## config.mk

```make
export PLATFORM = sky130hd
export DESIGN_NAME = exec_stage
export DESIGN_NICKNAME = d
export VERILOG_FILES = /design/src/riscv_pkg.sv /design/src/exec_pkg.sv /design/src/exec_stage.sv /design/src/exec_branch_cmp.sv /design/src/exec_alu.sv
export VERILOG_INCLUDE_DIRS = /design/src /design/src/src
export SDC_FILE = /design/constraint.sdc
export NUM_CORES = 1
export LEC_CHECK = 0
export BUFFER_PORTS_ARGS = -buffer_cell sky130_fd_sc_hd__buf_2
export CORE_MARGIN = 2
export CORE_UTILIZATION = 40
export DETAILED_ROUTE_END_ITERATION = 6
export GPL_TIMING_DRIVEN = 0
export PLACE_DENSITY = 0.71
export SYNTH_ARGS = -nofsm -noshare
export SYNTH_HDL_FRONTEND = slang
export SYNTH_SLANG_ARGS = --single-unit
```

## constraint.sdc

```tcl
create_clock -name clk -period 4.8 [get_ports clk]
set_clock_uncertainty 0.05 [all_clocks]
set_input_delay 0.48 -clock clk [delete_from_list [all_inputs] [get_ports clk]]
set_output_delay 0.48 -clock clk [all_outputs]
set_load 0.02 [all_outputs]
```

## src/exec_params.svh

```systemverilog
//====================
// execute stage parameters
// data word width and CSR immediate width
//====================

`ifndef EXEC_PARAMS_SVH
`define EXEC_PARAMS_SVH

// data word width, RV32
`define EXEC_XLEN 32

// zimm field of csrrwi/csrrsi/csrrci
// zero extended to a full word before use
`define EXEC_ZIMM_W 5

`endif
```

## src/riscv_pkg.sv

```systemverilog
//====================
// riscv_pkg
// ISA-level types for the RV32I pipeline:
// data words, register and CSR indices
//====================

`default_nettype none

`include "exec_params.svh"

package riscv_pkg;

    // one integer register or CSR value
    typedef logic [`EXEC_XLEN-1:0] word_t;

    // x0..x31
    typedef logic [4:0] reg_idx_t;

    // csr address space, 4096 entries
    typedef logic [11:0] csr_idx_t;

endpackage : riscv_pkg

`default_nettype wire

```

## src/exec_pkg.sv

```systemverilog
//====================
// exec_pkg
// pipeline types around the execute stage:
// operation encodings, operand selects and
// the decode/execute/memory stage structs
//====================

`default_nettype none

`include "exec_params.svh"

package exec_pkg;

    import riscv_pkg::*;

    // integer ALU operations
    typedef enum logic [3:0] {
        ALU_OP_ADD  = 4'd0,
        ALU_OP_SUB  = 4'd1,
        ALU_OP_SLL  = 4'd2,
        ALU_OP_SLT  = 4'd3,
        ALU_OP_SLTU = 4'd4,
        ALU_OP_XOR  = 4'd5,
        ALU_OP_SRL  = 4'd6,
        ALU_OP_SRA  = 4'd7,
        ALU_OP_OR   = 4'd8,
        ALU_OP_AND  = 4'd9
    } alu_op_e;

    // branch conditions, funct3 order minus the gaps
    typedef enum logic [2:0] {
        CMP_OP_EQ  = 3'd0,
        CMP_OP_NE  = 3'd1,
        CMP_OP_LT  = 3'd2,
        CMP_OP_GE  = 3'd3,
        CMP_OP_LTU = 3'd4,
        CMP_OP_GEU = 3'd5
    } cmp_op_e;

    // first ALU operand
    typedef enum logic [1:0] {
        ALU_OP1_SRC_RS1  = 2'd0,
        ALU_OP1_SRC_PC   = 2'd1,
        ALU_OP1_SRC_CSR  = 2'd2,
        ALU_OP1_SRC_ZERO = 2'd3
    } alu_op1_src_e;

    // second ALU operand, FOUR gives pc+4 for jal/jalr
    typedef enum logic [1:0] {
        ALU_OP2_SRC_RS1  = 2'd0,
        ALU_OP2_SRC_RS2  = 2'd1,
        ALU_OP2_SRC_IMM  = 2'd2,
        ALU_OP2_SRC_FOUR = 2'd3
    } alu_op2_src_e;

    // csr operand, register or zimm form
    typedef enum logic {
        CSR_OP_SRC_RS1  = 1'b0,
        CSR_OP_SRC_ZIMM = 1'b1
    } csr_op_src_e;

    // csrrw / csrrs / csrrc
    typedef enum logic [1:0] {
        CSR_ALU_OP_PASSTHRU = 2'd0,
        CSR_ALU_OP_BITSET   = 2'd1,
        CSR_ALU_OP_BITCLEAR = 2'd2
    } csr_alu_op_e;

    // writeback source, consumed further down the pipe
    typedef enum logic [1:0] {
        RD_SRC_ALU    = 2'd0,
        RD_SRC_MEM    = 2'd1,
        RD_SRC_CSR    = 2'd2,
        RD_SRC_BRANCH = 2'd3
    } rd_src_e;

    typedef enum logic [1:0] {
        MEM_OP_NONE  = 2'd0,
        MEM_OP_LOAD  = 2'd1,
        MEM_OP_STORE = 2'd2
    } mem_op_e;

    typedef enum logic [1:0] {
        MEM_SIZE_BYTE = 2'd0,
        MEM_SIZE_HALF = 2'd1,
        MEM_SIZE_WORD = 2'd2
    } mem_size_e;

    // decode to execute
    typedef struct packed {
        word_t                   pc_word;
        word_t                   rs1_val;
        word_t                   rs2_val;
        word_t                   immediate;
        word_t                   csr_old_val;
        reg_idx_t                rs1_idx;
        reg_idx_t                rs2_idx;
        reg_idx_t                rd_idx;
        logic                    rd_we;
        rd_src_e                 rd_src;
        csr_idx_t                csr_idx;
        logic [`EXEC_ZIMM_W-1:0] csr_zimm;
        alu_op_e                 alu_op;
        alu_op1_src_e            alu_op1_src;
        alu_op2_src_e            alu_op2_src;
        cmp_op_e                 cmp_op;
        csr_op_src_e             csr_op_src;
        csr_alu_op_e             csr_alu_op;
        mem_op_e                 memory_op;
        logic                    memory_signed;
        mem_size_e               memory_size;
    } d_to_e_s;

    // execute to memory stage 1
    typedef struct packed {
        word_t     pc_word;
        rd_src_e   rd_src;
        reg_idx_t  rd_idx;
        logic      rd_we;
        csr_idx_t  csr_idx;
        word_t     csr_old_val;
        word_t     csr_new_val;
        reg_idx_t  rs1_idx;
        reg_idx_t  rs2_idx;
        word_t     alu_result;
        mem_op_e   memory_op;
        logic      memory_signed;
        mem_size_e memory_size;
        // store data
        word_t     rs2_val;
        logic      branch_taken;
    } e_to_m1_s;

endpackage : exec_pkg

`default_nettype wire

```

## src/exec_stage.sv

```systemverilog
//====================
// exec_stage
// execute stage of the RV32I pipeline with the input
// register, ALU and branch compare in parallel, Zicsr
// update and the result struct to memory stage 1
//====================

`default_nettype none

`include "exec_params.svh"

module exec_stage (
    input  logic               clk,
    input  logic               rst_n,

    // hazard control from the pipeline controller
    input  logic               stall,
    input  logic               flush,

    // from decode
    input  logic               d_to_e_valid,
    input  exec_pkg::d_to_e_s  d_to_e,

    // to memory stage 1
    output logic               e_to_m1_valid,
    output exec_pkg::e_to_m1_s e_to_m1
);

    import riscv_pkg::*;
    import exec_pkg::*;

    // registered instruction
    logic    ff_in_valid;
    d_to_e_s ff_in;

    // alu side
    word_t alu_operand_a;
    word_t alu_operand_b;
    word_t alu_result;

    // branch side
    logic cmp_result;

    // csr side
    word_t csr_operand;
    word_t csr_new_val;

    // valid bit cleared by reset and held under stall
    always_ff @(posedge clk) begin
        if (!rst_n) begin
            ff_in_valid <= 1'b0;
        end else if (!stall) begin
            ff_in_valid <= d_to_e_valid;
        end
    end

    // payload loads on the same edges as the valid bit
    always_ff @(posedge clk) begin
        if (!stall) begin
            ff_in <= d_to_e;
        end
    end

    // op1 select
    always_comb begin
        case (ff_in.alu_op1_src)
            ALU_OP1_SRC_RS1:  alu_operand_a = ff_in.rs1_val;
            ALU_OP1_SRC_PC:   alu_operand_a = ff_in.pc_word;
            ALU_OP1_SRC_CSR:  alu_operand_a = ff_in.csr_old_val;
            default:          alu_operand_a = '0;
        endcase
    end

    // op2 select
    // four is the link address offset
    always_comb begin
        case (ff_in.alu_op2_src)
            ALU_OP2_SRC_RS1:  alu_operand_b = ff_in.rs1_val;
            ALU_OP2_SRC_RS2:  alu_operand_b = ff_in.rs2_val;
            ALU_OP2_SRC_IMM:  alu_operand_b = ff_in.immediate;
            default:          alu_operand_b = word_t'(4);
        endcase
    end

    exec_alu u_alu (
        .operand_a  (alu_operand_a),
        .operand_b  (alu_operand_b),
        .alu_op     (ff_in.alu_op),
        .alu_result (alu_result)
    );

    // branch compare works on raw rs1/rs2 alongside the ALU
    exec_branch_cmp u_branch_cmp (
        .rs1_val    (ff_in.rs1_val),
        .rs2_val    (ff_in.rs2_val),
        .cmp_op     (ff_in.cmp_op),
        .cmp_result (cmp_result)
    );

    // csr operand is rs1 or the zero-extended zimm
    always_comb begin
        if (ff_in.csr_op_src == CSR_OP_SRC_ZIMM) begin
            csr_operand = {{(`EXEC_XLEN-`EXEC_ZIMM_W){1'b0}}, ff_in.csr_zimm};
        end else begin
            csr_operand = ff_in.rs1_val;
        end
    end

    // csrrw writes the operand, csrrs sets bits, csrrc clears them
    always_comb begin
        case (ff_in.csr_alu_op)
            CSR_ALU_OP_PASSTHRU: csr_new_val = csr_operand;
            CSR_ALU_OP_BITSET:   csr_new_val = ff_in.csr_old_val | csr_operand;
            CSR_ALU_OP_BITCLEAR: csr_new_val = ff_in.csr_old_val & ~csr_operand;
            default:             csr_new_val = ff_in.csr_old_val;
        endcase
    end

    // output valid drops for a flush or a stall cycle
    assign e_to_m1_valid = ff_in_valid && !flush && !stall;

    // results plus pass-through fields
    always_comb begin
        e_to_m1.pc_word       = ff_in.pc_word;
        e_to_m1.rd_src        = ff_in.rd_src;
        e_to_m1.rd_idx        = ff_in.rd_idx;
        e_to_m1.rd_we         = ff_in.rd_we;
        e_to_m1.csr_idx       = ff_in.csr_idx;
        e_to_m1.csr_old_val   = ff_in.csr_old_val;
        e_to_m1.csr_new_val   = csr_new_val;
        e_to_m1.rs1_idx       = ff_in.rs1_idx;
        e_to_m1.rs2_idx       = ff_in.rs2_idx;
        e_to_m1.alu_result    = alu_result;
        e_to_m1.memory_op     = ff_in.memory_op;
        e_to_m1.memory_signed = ff_in.memory_signed;
        e_to_m1.memory_size   = ff_in.memory_size;
        e_to_m1.rs2_val       = ff_in.rs2_val;
        e_to_m1.branch_taken  = cmp_result;
    end

    // controller never asks for both at once
    a_no_stall_and_flush: assert property (
        @(posedge clk) disable iff (!rst_n)
        !(stall && flush)
    ) else $error("exec_stage: stall and flush high together");

    // an instruction held by a stall leaves once the stall drops
    a_held_valid_after_stall: assert property (
        @(posedge clk) disable iff (!rst_n)
        $past(stall) && $past(ff_in_valid) && !stall && !flush |-> e_to_m1_valid
    ) else $error("exec_stage: held instruction lost across stall");

    // a captured instruction carries a legal ALU encoding
    a_alu_op_known: assert property (
        @(posedge clk) disable iff (!rst_n)
        ff_in_valid |-> ff_in.alu_op inside {
            ALU_OP_ADD, ALU_OP_SUB, ALU_OP_SLL, ALU_OP_SLT, ALU_OP_SLTU,
            ALU_OP_XOR, ALU_OP_SRL, ALU_OP_SRA, ALU_OP_OR, ALU_OP_AND
        }
    ) else $error("exec_stage: unknown alu_op in registered instruction");

endmodule : exec_stage

`default_nettype wire

```

## src/exec_branch_cmp.sv

```systemverilog
//====================
// exec_branch_cmp
// branch condition for beq/bne/blt/bge/bltu/bgeu
//====================

`default_nettype none

module exec_branch_cmp (
    input  riscv_pkg::word_t  rs1_val,
    input  riscv_pkg::word_t  rs2_val,
    input  exec_pkg::cmp_op_e cmp_op,
    output logic              cmp_result
);

    import exec_pkg::*;

    // three base comparisons
    logic is_eq;
    logic is_lt;
    logic is_ltu;

    assign is_eq  = (rs1_val == rs2_val);
    assign is_lt  = $signed(rs1_val) < $signed(rs2_val);
    assign is_ltu = rs1_val < rs2_val;

    // ne/ge/geu are the inverses
    always_comb begin
        case (cmp_op)
            CMP_OP_EQ: begin
                cmp_result = is_eq;
            end
            CMP_OP_NE: begin
                cmp_result = !is_eq;
            end
            CMP_OP_LT: begin
                cmp_result = is_lt;
            end
            CMP_OP_GE: begin
                cmp_result = !is_lt;
            end
            CMP_OP_LTU: begin
                cmp_result = is_ltu;
            end
            CMP_OP_GEU: begin
                cmp_result = !is_ltu;
            end
            // never taken on a bad encoding
            default: begin
                cmp_result = 1'b0;
            end
        endcase
    end

endmodule : exec_branch_cmp

`default_nettype wire

```

## src/exec_alu.sv

```systemverilog
//====================
// exec_alu
// RV32I integer ALU, purely combinational:
// add/sub, shifts, logic ops, set-less-than
//====================

`default_nettype none

`include "exec_params.svh"

module exec_alu (
    input  riscv_pkg::word_t   operand_a,
    input  riscv_pkg::word_t   operand_b,
    input  exec_pkg::alu_op_e  alu_op,
    output riscv_pkg::word_t   alu_result
);

    import riscv_pkg::*;
    import exec_pkg::*;

    localparam int SHAMT_W = $clog2(`EXEC_XLEN);

    // one adder for add and sub
    logic  is_sub;
    word_t adder_b;
    word_t adder_sum;

    // shift amount, low bits of operand b only
    logic [SHAMT_W-1:0] shamt;

    // comparison results for slt/sltu
    logic lt_signed;
    logic lt_unsigned;

    assign is_sub = (alu_op == ALU_OP_SUB);

    // two's complement subtract: a + ~b + 1
    assign adder_b   = is_sub ? ~operand_b : operand_b;
    assign adder_sum = operand_a + adder_b + {{(`EXEC_XLEN-1){1'b0}}, is_sub};

    assign shamt = operand_b[SHAMT_W-1:0];

    assign lt_signed   = $signed(operand_a) < $signed(operand_b);
    assign lt_unsigned = operand_a < operand_b;

    always_comb begin
        case (alu_op)
            ALU_OP_ADD,
            ALU_OP_SUB: begin
                alu_result = adder_sum;
            end
            ALU_OP_SLL: begin
                alu_result = operand_a << shamt;
            end
            // result is 0 or 1, zero extended
            ALU_OP_SLT: begin
                alu_result = {{(`EXEC_XLEN-1){1'b0}}, lt_signed};
            end
            ALU_OP_SLTU: begin
                alu_result = {{(`EXEC_XLEN-1){1'b0}}, lt_unsigned};
            end
            ALU_OP_XOR: begin
                alu_result = operand_a ^ operand_b;
            end
            ALU_OP_SRL: begin
                alu_result = operand_a >> shamt;
            end
            // arithmetic shift keeps the sign bit
            ALU_OP_SRA: begin
                alu_result = word_t'($signed(operand_a) >>> shamt);
            end
            ALU_OP_OR: begin
                alu_result = operand_a | operand_b;
            end
            ALU_OP_AND: begin
                alu_result = operand_a & operand_b;
            end
            // unused encodings
            default: begin
                alu_result = '0;
            end
        endcase
    end

endmodule : exec_alu

`default_nettype wire

```

==> results of run 1 <==
[worst paths after layout]
path | start | to | cells after the start
setup / recovery | ff_in[14] | e_to_m1[68] | 14
hold / removal | d_to_e[150] | ff_in[150] | 1
setup reg to reg | ff_in_valid | ff_in_valid | 2
hold reg to reg | ff_in_valid | ff_in_valid | 2
[cells in the mapped netlist, types with 14 or more instances]
cell type	n
sky130_fd_sc_hd__inv_1	106
sky130_fd_sc_hd__buf_4	142
sky130_fd_sc_hd__o22ai_1	44
sky130_fd_sc_hd__nand3_1	26
sky130_fd_sc_hd__mux2i_1	187
sky130_fd_sc_hd__nand2_1	142
sky130_fd_sc_hd__nand2b_1	35
sky130_fd_sc_hd__o221ai_1	17
sky130_fd_sc_hd__nor2_1	102
sky130_fd_sc_hd__a21o_1	71
sky130_fd_sc_hd__ha_1	159
sky130_fd_sc_hd__xor2_1	39
sky130_fd_sc_hd__o211ai_1	25
sky130_fd_sc_hd__o2bb2ai_1	22
sky130_fd_sc_hd__o21ai_0	99
sky130_fd_sc_hd__mux2_2	15
sky130_fd_sc_hd__clkbuf_1	56
sky130_fd_sc_hd__edfxtp_1	214
sky130_fd_sc_hd__a221oi_1	14
sky130_fd_sc_hd__nand4_1	18
sky130_fd_sc_hd__a22o_1	27
sky130_fd_sc_hd__a21oi_1	108
sky130_fd_sc_hd__xnor2_1	21
sky130_fd_sc_hd__buf_2	24
sky130_fd_sc_hd__a211oi_1	21
sky130_fd_sc_hd__nor3_1	20
[metrics by stage]
step	worst slack (ns)	power, W	area [sq um]	TNS [ns]	cells
2_1_floorplan	0.187	0.00463	18800	0	1948
3_3_place_gp	-1.35	0.00600	21600	-153.13	2970
3_5_place_dp	-1.30	0.00599	21700	-22.43	2975
4_1_cts	-0.0909	0.00803	23800	-0.302	3052
5_1_grt	-0.227	0.00861	24400	-1.45	3074
6_report	-0.168	0.00833	24400	-0.648	3077
[routing by layer]
layer / share of wire / global-route usage / up-vias
li1: - / - / 8086
met1: 0.38 / 0.444 / 8963
met2: 0.47 / 0.599 / 1054
met3: 0.080 / 0.0606 / 272
met4: 0.071 / 0.202 / 8
met5: 0.00052 / 0 / -
[worst register-to-register path, delay by kind of cell (launching register included)]
kind | cells | cell delay, ns
flip-flops | 1 | 0.31
multiplexers | 1 | 0.12
AND/OR/NAND/NOR | 1 | 0.05
[repair_timing]
item,in CTS,in global routing
hold buffers,0,0
setup endpoints to repair,32,31
gates resized for setup,249,86
pin swaps,37,38
setup buffers,43,26
[area by class of cell]
cell class              instances  area [sq um]
diodes                          3          7.51
plain buffers                 237          1830
clock buffers                  24           537
clock inverters                14           150
fillers                      4294         22100
inverters                     112           447
multi-input cells            1376         11400
flip-flops and latches        215          6450
well taps                     607           759
repair buffers                489          2750
[state kept, by name (all words and copies together), names as in the netlist]
signal / flops
ff_in_valid: 1
ff_in: 83
e_to_m1: 131
[logic make-up (layout without fill, tap and decap cells)]
family | Yosys count | in the layout
XOR/XNOR | 60 | 60
AND/OR/NAND/NOR | 390 | 390
adder cells (fa/ha/maj) | 160 | 160
buffers and inverters | 357 | 876
other | 0 | 3
multiplexers | 207 | 207
flip-flops | 215 | 215
AO/OA/AOI/OAI | 559 | 559
[power groups by stage]
| stage | Combinational (W) | Sequential, W | Clock (W) |
|---|---|---|---|
| 3_3_place_gp | 0.00359 | 0.00241 | 0 |
| 5_1_grt | 0.00446 | 0.00239 | 0.00176 |
| 4_1_cts | 0.00396 | 0.00237 | 0.00169 |
| 6_report | 0.00427 | 0.00238 | 0.00168 |
| 3_5_place_dp | 0.00359 | 0.00240 | 0 |
| 2_1_floorplan | 0.00228 | 0.00235 | 0 |
==> results.md, run 1 <==
- The share of synthesized flip-flops with an asynchronous set or reset is 0.
- Yosys printed 0 warnings.
- The number of iterations in the first detailed-routing pass is 6.
- The count of buffers added on input and output ports is 415.
- The number of global-route vias before repair is 18,000.
- The category of the most critical setup path is flop to primary output.
- The total core area is 46,500 sq um.
- In this run the mean area of a mapped cell was 9.63 sq um.
- Sorting the synthesized cells by area gives the leading types as sky130_fd_sc_hd__edfxtp_1 34%, sky130_fd_sc_hd__ha_1 11%, sky130_fd_sc_hd__mux2i_1 10%.
- Clock tree synthesis inserted a total of 21 buffers.
- The sequential power share is 0.286.
- The clock passes through at most 3 buffers.
- After detailed routing, the number of vias per cell comes to 5.97.
- The signal on the critical path passes through buf_4 -> clkbuf_2 -> o2bb2ai_2 -> fa_2 -> a21oi_4 -> o21ai_4 -> a21oi_4 -> nor4b_4 -> nor2_2 -> o21ai_2 -> a31oi_2 -> mux2_4 -> a221o_1 -> buf_4.
- The HPWL after detailed placement is 71,800 um.
- The total power divided by cell area is 342 nW/um^2.
- Of the total synthesized cell area, the portion taken by XOR and XNOR cells is 0.0280.
- Of the total power, combinational logic draws 0.513.
- The number of top-level pins is 416.
- In this run the remaining antenna-violating nets after routing total 0.
- Setup repair after global routing could not meet its margin everywhere.
- The kind of cell with the highest combined delay along the critical path is compound AO/OA/AOI/OAI gates.
- The count of flip-flops with a built-in enable after synthesis is 214.
- The proportion of netlist area held by the largest area contributor is 0.343.
- The CTS sink count is 215.
- The root buffer cell chosen for the clock tree is sky130_fd_sc_hd__clkbuf_16.
- CTS built an H-tree with a depth of 1.
- The initial core utilization is 0.404.
- The period utilization is 1.03.
- The cell internal power dissipation is 0.00480 W.
- The share of total power dissipated in the clock network is 0.201.
- The run finished, with violations left.
- The setup slack of the worst register-to-register path is 4.16 ns.
- The die height is 221 um.
- The final critical delay including setup and external delays is 4.97 ns.
- The detailed-route via count is 18,400.
- The share of synthesized cell area in and, or, nand and nor gates is 0.0964.
- After synthesis the cells add up to 18,800 sq um.
- At the worst endpoint, the arrival time is 4.44 ns.
- Of the cells placed in the final design, the portion with a size suffix greater than 1 is 0.369.
- The netlist uses 83 different library cells.
- The most common cell after layout, fill and taps aside is sky130_fd_sc_hd__buf_2.
- Data on the critical path is required at its endpoint by 4.27 ns.
- The dominant combinational cell family by area after synthesis is compound AO/OA/AOI/OAI gates.
- Of the total power, the share spent switching nets is 0.424.
- The maximum fanout count along the critical path is 10.
- The number of setup violations in the final report is 9.
- The peak ir drop on the vdd network is 0.000319 V.
- The utilization after layout is 0.524.
- The smallest hold slack is 0.0741 ns.
- The slowest stage of the critical path is the sky130_fd_sc_hd__o2bb2ai_2 cell.
- The last weighted congestion value of the routability-driven placer is 0.997.
- The checks that failed: negative setup slack.
- For this run, the register share of the synthesized area comes to 0.344.
- Across the run, the number of max-cap violations was 0.
- The number of synthesized register bits is 215.
- The aggregate global routing overflow is 0.
- The power dissipated by switching net loads is 0.00354 W.
- Clock latency on the worst-skew pair, taken at its later pin, is 0.52 ns.
- The violation count after the first detailed-routing iteration is 1,612.
- The die covers 48,600 sq um.
- For this run, design rule violations remaining after detail routing come to 0.
- The final count of hold timing violations is 0.
- The dominant cell type by area after synthesis is sky130_fd_sc_hd__edfxtp_1.
- The detailed-route wire length is 89,100 um.
- Of the post-synthesis cell area, the part taken by muxes is 0.114.
- For the pin with the worst max-slew slack, the measured transition is 1.16 ns.
- The overall track demand over capacity in global routing is 0.360.
- The number of nets in the synthesized netlist is 2,327.
- The number of nets at the end of the flow is 2,831.
- The number of cells produced by synthesis is 1,948.
- Together, buffers and inverters on the worst path number 3.
- The final worst setup slack is -0.168 ns.
- In this run the horizontal extent of the chip is 221 um.
- For this run, the top clock speed supported by timing is 201 MHz.
- The worst setup path is launched from a flop.
- The CTS tree is built.
- The dominant register cell in the synthesized netlist is sky130_fd_sc_hd__edfxtp_1.
- Dividing the detail-routed wire length by the instance count gives 29.0 um.
- The largest single stage delay on the critical path is 0.67 ns.
- Leaving out fill and tap cells, the most frequent cells in the layout are 422 x sky130_fd_sc_hd__buf_2, 214 x sky130_fd_sc_hd__edfxtp_1, 211 x sky130_fd_sc_hd__buf_4, 163 x sky130_fd_sc_hd__mux2i_1, 151 x sky130_fd_sc_hd__ha_1.
- The class of the tightest hold or removal check is primary input to flop.
- The analysis attributes to cell leakage a power of 11.1 nW.
- The fraction of the mapped netlist area in compound gates is 0.204.
- The global-route wire length before repair is 126,000 um.
- The area growth from synthesis to layout is 29.9%.
- Clock-pin slew was measured on the worst setup and hold paths at 0.07 ns.
- The number of pins exceeding their max-slew limit in the final report was 0.
- The worst setup path is captured at a primary output.
- The floorplan has 79 rows.
- In this run the tightest slew margin relative to its limit is 0.224.
- The initial antenna violation count is 6.
- Of the total synthesized cell area, the portion taken by full adders, half adders and majority gates is 0.107.
- The largest net degree at the start of global routing is 48.
Note: power is estimated with default switching activity, not from simulation.
==> inputs of run 2 (changes only) <==
--- a/config.mk
+++ b/config.mk
@@ -14,4 +14,5 @@
 export PLACE_DENSITY = 0.71
 export SYNTH_ARGS = -nofsm -noshare
 export SYNTH_HDL_FRONTEND = slang
+export SYNTH_HIERARCHICAL = 1
 export SYNTH_SLANG_ARGS = --single-unit
==> results.md, run 2 <==
- The number of buffers created by CTS is 21 (unchanged).
- The CTS sink count was 215 (unchanged).
- The largest net degree at the start of global routing was 47 (-2.1%).
- The detailed-route wire length came to 80,200 um (-10%).
- The count of nets left with antenna violations after detail routing is 0 (unchanged).
- The number of global-route vias before repair is 17,600 (-2.4%).
- The CTS tree is built.
- The most frequent cell after synthesis is sky130_fd_sc_hd__edfxtp_1.
- The cell occurring most often along the worst timing path is sky130_fd_sc_hd__buf_6.
- The commonest cells after synthesis are 214 x sky130_fd_sc_hd__edfxtp_1, 159 x sky130_fd_sc_hd__ha_1, 149 x sky130_fd_sc_hd__buf_4.
- The buffer cell driving the clock tree root is sky130_fd_sc_hd__clkbuf_16.
- Setup repair after global routing could not meet its margin everywhere.
- The count of synthesis-stage warnings from yosys is 6 (+6).
- The flip-flop count of the largest register, all copies and words added came to 131 (unchanged).
- The final critical delay including setup and external delays came to 5.22 ns (+0.248 ns).
- The die outline area is 47,700 sq um (-2.0%).
- The total cell area at the placement stage is 21,300 sq um (-1.7%).
- The kind of cell with the highest combined delay along the critical path is compound AO/OA/AOI/OAI gates.
- Leaving out fill and tap cells, the most frequent cells in the layout are 405 x sky130_fd_sc_hd__buf_2, 238 x sky130_fd_sc_hd__buf_4, 214 x sky130_fd_sc_hd__edfxtp_1, 147 x sky130_fd_sc_hd__ha_1, 135 x sky130_fd_sc_hd__nor2_1.
- The violation count after the first detailed-routing iteration came to 1,937 (+20%).
- The number of fillers in the final layout is 3,958 (-7.8%).
- The largest stage delay on the critical path is 0.50 ns (-0.17 ns).
- The number of iterations in the first detailed-routing pass was 5 (-1).
- The flow ran to the end, but the final reports show violations.
- The post-synthesis instance area is 18,400 sq um (-2.1%).
- The number of pins exceeding their max-slew limit in the final report is 0 (unchanged).
- The share of layout cells above drive strength 1 is 0.402 (+0.0336).
- The standby leakage power was 10.9 nW (-2.1%).
- The overall track demand over capacity in global routing is 0.325 (-0.0350).
- The number of cells produced by synthesis is 1,890 (-3.0%).
- The period utilization was 1.09 (+0.0516).
- The worst setup path is of the flop to primary output kind.
- The cell count of the worst reg-to-reg path is 2 (unchanged).
- The mean cell area of the mapped netlist is 9.72 sq um (+0.94%).
- The routed wirelength normalized by instance count is 26.3 um (-9.2%).
- The total chip power is 0.00847 W (+1.7%).
- The total core area came to 45,400 sq um (-2.3%).
- The die boundary width is 218 um (-1.0%).
- The cell internal power dissipation was 0.00506 W (+5.6%).
- The proportion of power drawn by the clock network is 0.214 (+0.013).
- The per-cell via count in the routed design is 5.87 (-1.8%).
- The worst setup path is launched from a flop.
- The die height is 218 um (-1.0%).
- The area of all placed cells without fillers is 24,700 sq um (+1.3%).
- The checks that failed: negative setup slack.
- The aggregate global routing overflow came to 0 (unchanged).
- The combinational cell fraction of total power is 0.507 (-0.006).
- The endpoint kind of the worst setup timing path is a primary output.
- The sequential power share is 0.280 (-0.006).
- The number of maximum-capacitance constraint violations was 0 (unchanged).
- The number of synthesized register bits is 215 (unchanged).
- The cell with the largest stage delay on the worst path is sky130_fd_sc_hd__edfxtp_1.
- The global-route wire length before repair is 114,000 um (-9.1%).
- The achievable frequency was 192 MHz (-4.7%).
- The library cell used most frequently in the layout, excluding fill and tap cells, is sky130_fd_sc_hd__buf_2.
- The proportion of netlist area held by the largest area contributor is 0.350 (+0.00721).
- The peak ir drop on the vdd network is 0.000375 V (+18%).
- The final sum of negative setup slack is -5.85 ns (-5.20 ns).
- The total power divided by cell area came to 343 nW/um^2 (+0.41%).
- The H-tree depth reported by CTS is 1 (unchanged).
- Yosys attributes the largest share of cell area to sky130_fd_sc_hd__edfxtp_1 35%, sky130_fd_sc_hd__ha_1 11%, sky130_fd_sc_hd__mux2i_1 6.3%.
- The number of nets in the synthesized netlist is 2,269 (-2.5%).
- The buffer levels on the longest clock path is 3 (unchanged).
- The relative slew slack is 0.289 (+0.0645).
- The transition time of the tightest slew-check pin was 1.06 ns (-0.0948 ns).
- The critical path goes through nor2b_4 -> buf_8 -> buf_6 -> buf_6 -> buf_6 -> nand2_4 -> o21ai_4 -> buf_8 -> buf_8 -> xnor2_4 -> ha_4 -> a21oi_4 -> buf_6 -> nand2_4 -> a211oi_4 -> buf_4 -> buf_6 -> o311ai_4 -> a31o_1 -> a21oi_4 -> xnor2_2 -> a221o_1 -> buf_6.
- The detailed-route via count is 17,900 (-2.8%).
- The fraction of power spent switching nets is 0.402 (-0.0223).
- The biggest area contributor in the post-synthesis netlist is sky130_fd_sc_hd__edfxtp_1.
- The HPWL after detailed placement is 63,100 um (-12%).
- The worst path buffer plus inverter count was 10 (+7).
- The power dissipated by switching net loads is 0.00341 W (-3.7%).
- The count of flip-flops with a built-in enable after synthesis is 214 (unchanged).
- The last weighted congestion value of the routability-driven placer is 1.03 (+3.2%).
- The number of setup violations in the final report is 22 (+13).
- The clock insertion delay at the later pin of the skew report came to 0.51 ns (about the same).
- The number of different library cells in the post-synthesis netlist came to 77 (-7.2%).
- The initial antenna violation count is 3 (-3).
- The number of placement rows is 78 (-1.3%).
- The arrival time reported for the critical path endpoint is 4.69 ns (+0.25 ns).
- The sequential share of the synthesized area came to 0.351 (+0.00723).
- The number of top-level pins is 416 (unchanged).
- The DRC violation count after routing is 0 (unchanged).
- The number of nets at the end of the flow is 2,809 (-0.78%).
- The final worst setup slack is -0.415 ns (-0.248 ns).
- From synthesis to final layout, the design area changed by 34.3%.
- The share of synthesized flip-flops with an asynchronous set or reset is 0 (unchanged).
- In the synthesized netlist the dominant register cell turns out to be sky130_fd_sc_hd__edfxtp_1.
- The number of port buffers is 415 (unchanged).
- In this run the worst hold path is classified as primary input to flop.
- The required time reported for the critical path endpoint is 4.27 ns (about the same).
- The final count of hold timing violations came to 0 (unchanged).
- The clock edge transition at the registers on the reported setup and hold paths is 0.07 ns (about the same).
- The maximum fanout count along the critical path came to 7 (-3).
- The number of cells on the critical path came to 23 (+9).
- The depth of the worst hold-timing path is 1 (unchanged).
- The initial core utilization was 0.405 (+0.00105).
-- run 2: final timing paths --
kind | end | from | slack, ns
min | ff_in[175] | d_to_e[175] | 0.07
max | e_to_m1[51] | ff_in[11] | -0.42
min reg2reg | ff_in_valid | ff_in_valid | 0.48
max reg2reg | ff_in_valid | ff_in_valid | 4.16
-- run 2: routing by layer --
metal,vias up,global-route usage,routed length [um]
li1,7889,-,-
met1,8635,0.404,30300
met2,1107,0.542,38000
met3,244,0.0650,7500
met4,2,0.154,4380
met5,-,0,13
-- run 2: logic make-up after synthesis --
| kind of cell | count (synthesis) | synth area share |
|---|---|---|
| DFF | 215 | 0.351 |
| muxes | 160 | 0.115 |
| xor gates and xnor gates | 59 | 0.0281 |
| and+or+nand+nor | 407 | 0.101 |
| buffers and inverters | 367 | 0.109 |
| AOI/OAI and AO/OA | 522 | 0.186 |
| adders and majority gates | 160 | 0.109 |
-- run 2: area by class of cell --
type	count	area, sq um	area share
buffer	241	1910	0.0773
antenna	1	2.50	0.000101
inverter	121	463	0.0188
multi-input combinational	1308	11200	0.455
clock inverter	14	208	0.00842
timing repair buffer	522	3130	0.127
sequential	215	6450	0.261
clock buffer	24	537	0.0218
tap	600	751	0.0304
-- run 2: timing repair --
action                     4_1_cts  5_1_grt
pin swaps                       52       57
setup buffers                   56       48
setup endpoints to repair       32       32
hold endpoints to repair         0        0
hold buffers                     0        0
gates resized for setup        307      174
-- run 2: power by group through the flow --
stage                     Sequential (W)  Combinational [W]  Clock [W]
after floorplan                  0.00235            0.00222          0
after global placement           0.00241            0.00334          0
after detailed placement         0.00240            0.00337          0
after CTS                        0.00236            0.00384    0.00182
after global routing             0.00238            0.00450    0.00190
final                            0.00237            0.00429    0.00181
-- run 2: metrics by stage --
step / hold slack (ns) / setup slack [ns] / util / instances
2_1_floorplan: 0.427 / 0.00323 / - / 1890
5_1_grt: 0.0651 / -0.552 / 0.543 / 3046
6_report: 0.0723 / -0.415 / 0.543 / 3046
3_5_place_dp: 0.473 / -1.83 / 0.470 / 2912
4_1_cts: 0.0609 / -0.428 / 0.519 / 3004
3_3_place_gp: 0.442 / -1.89 / 0.467 / 2905
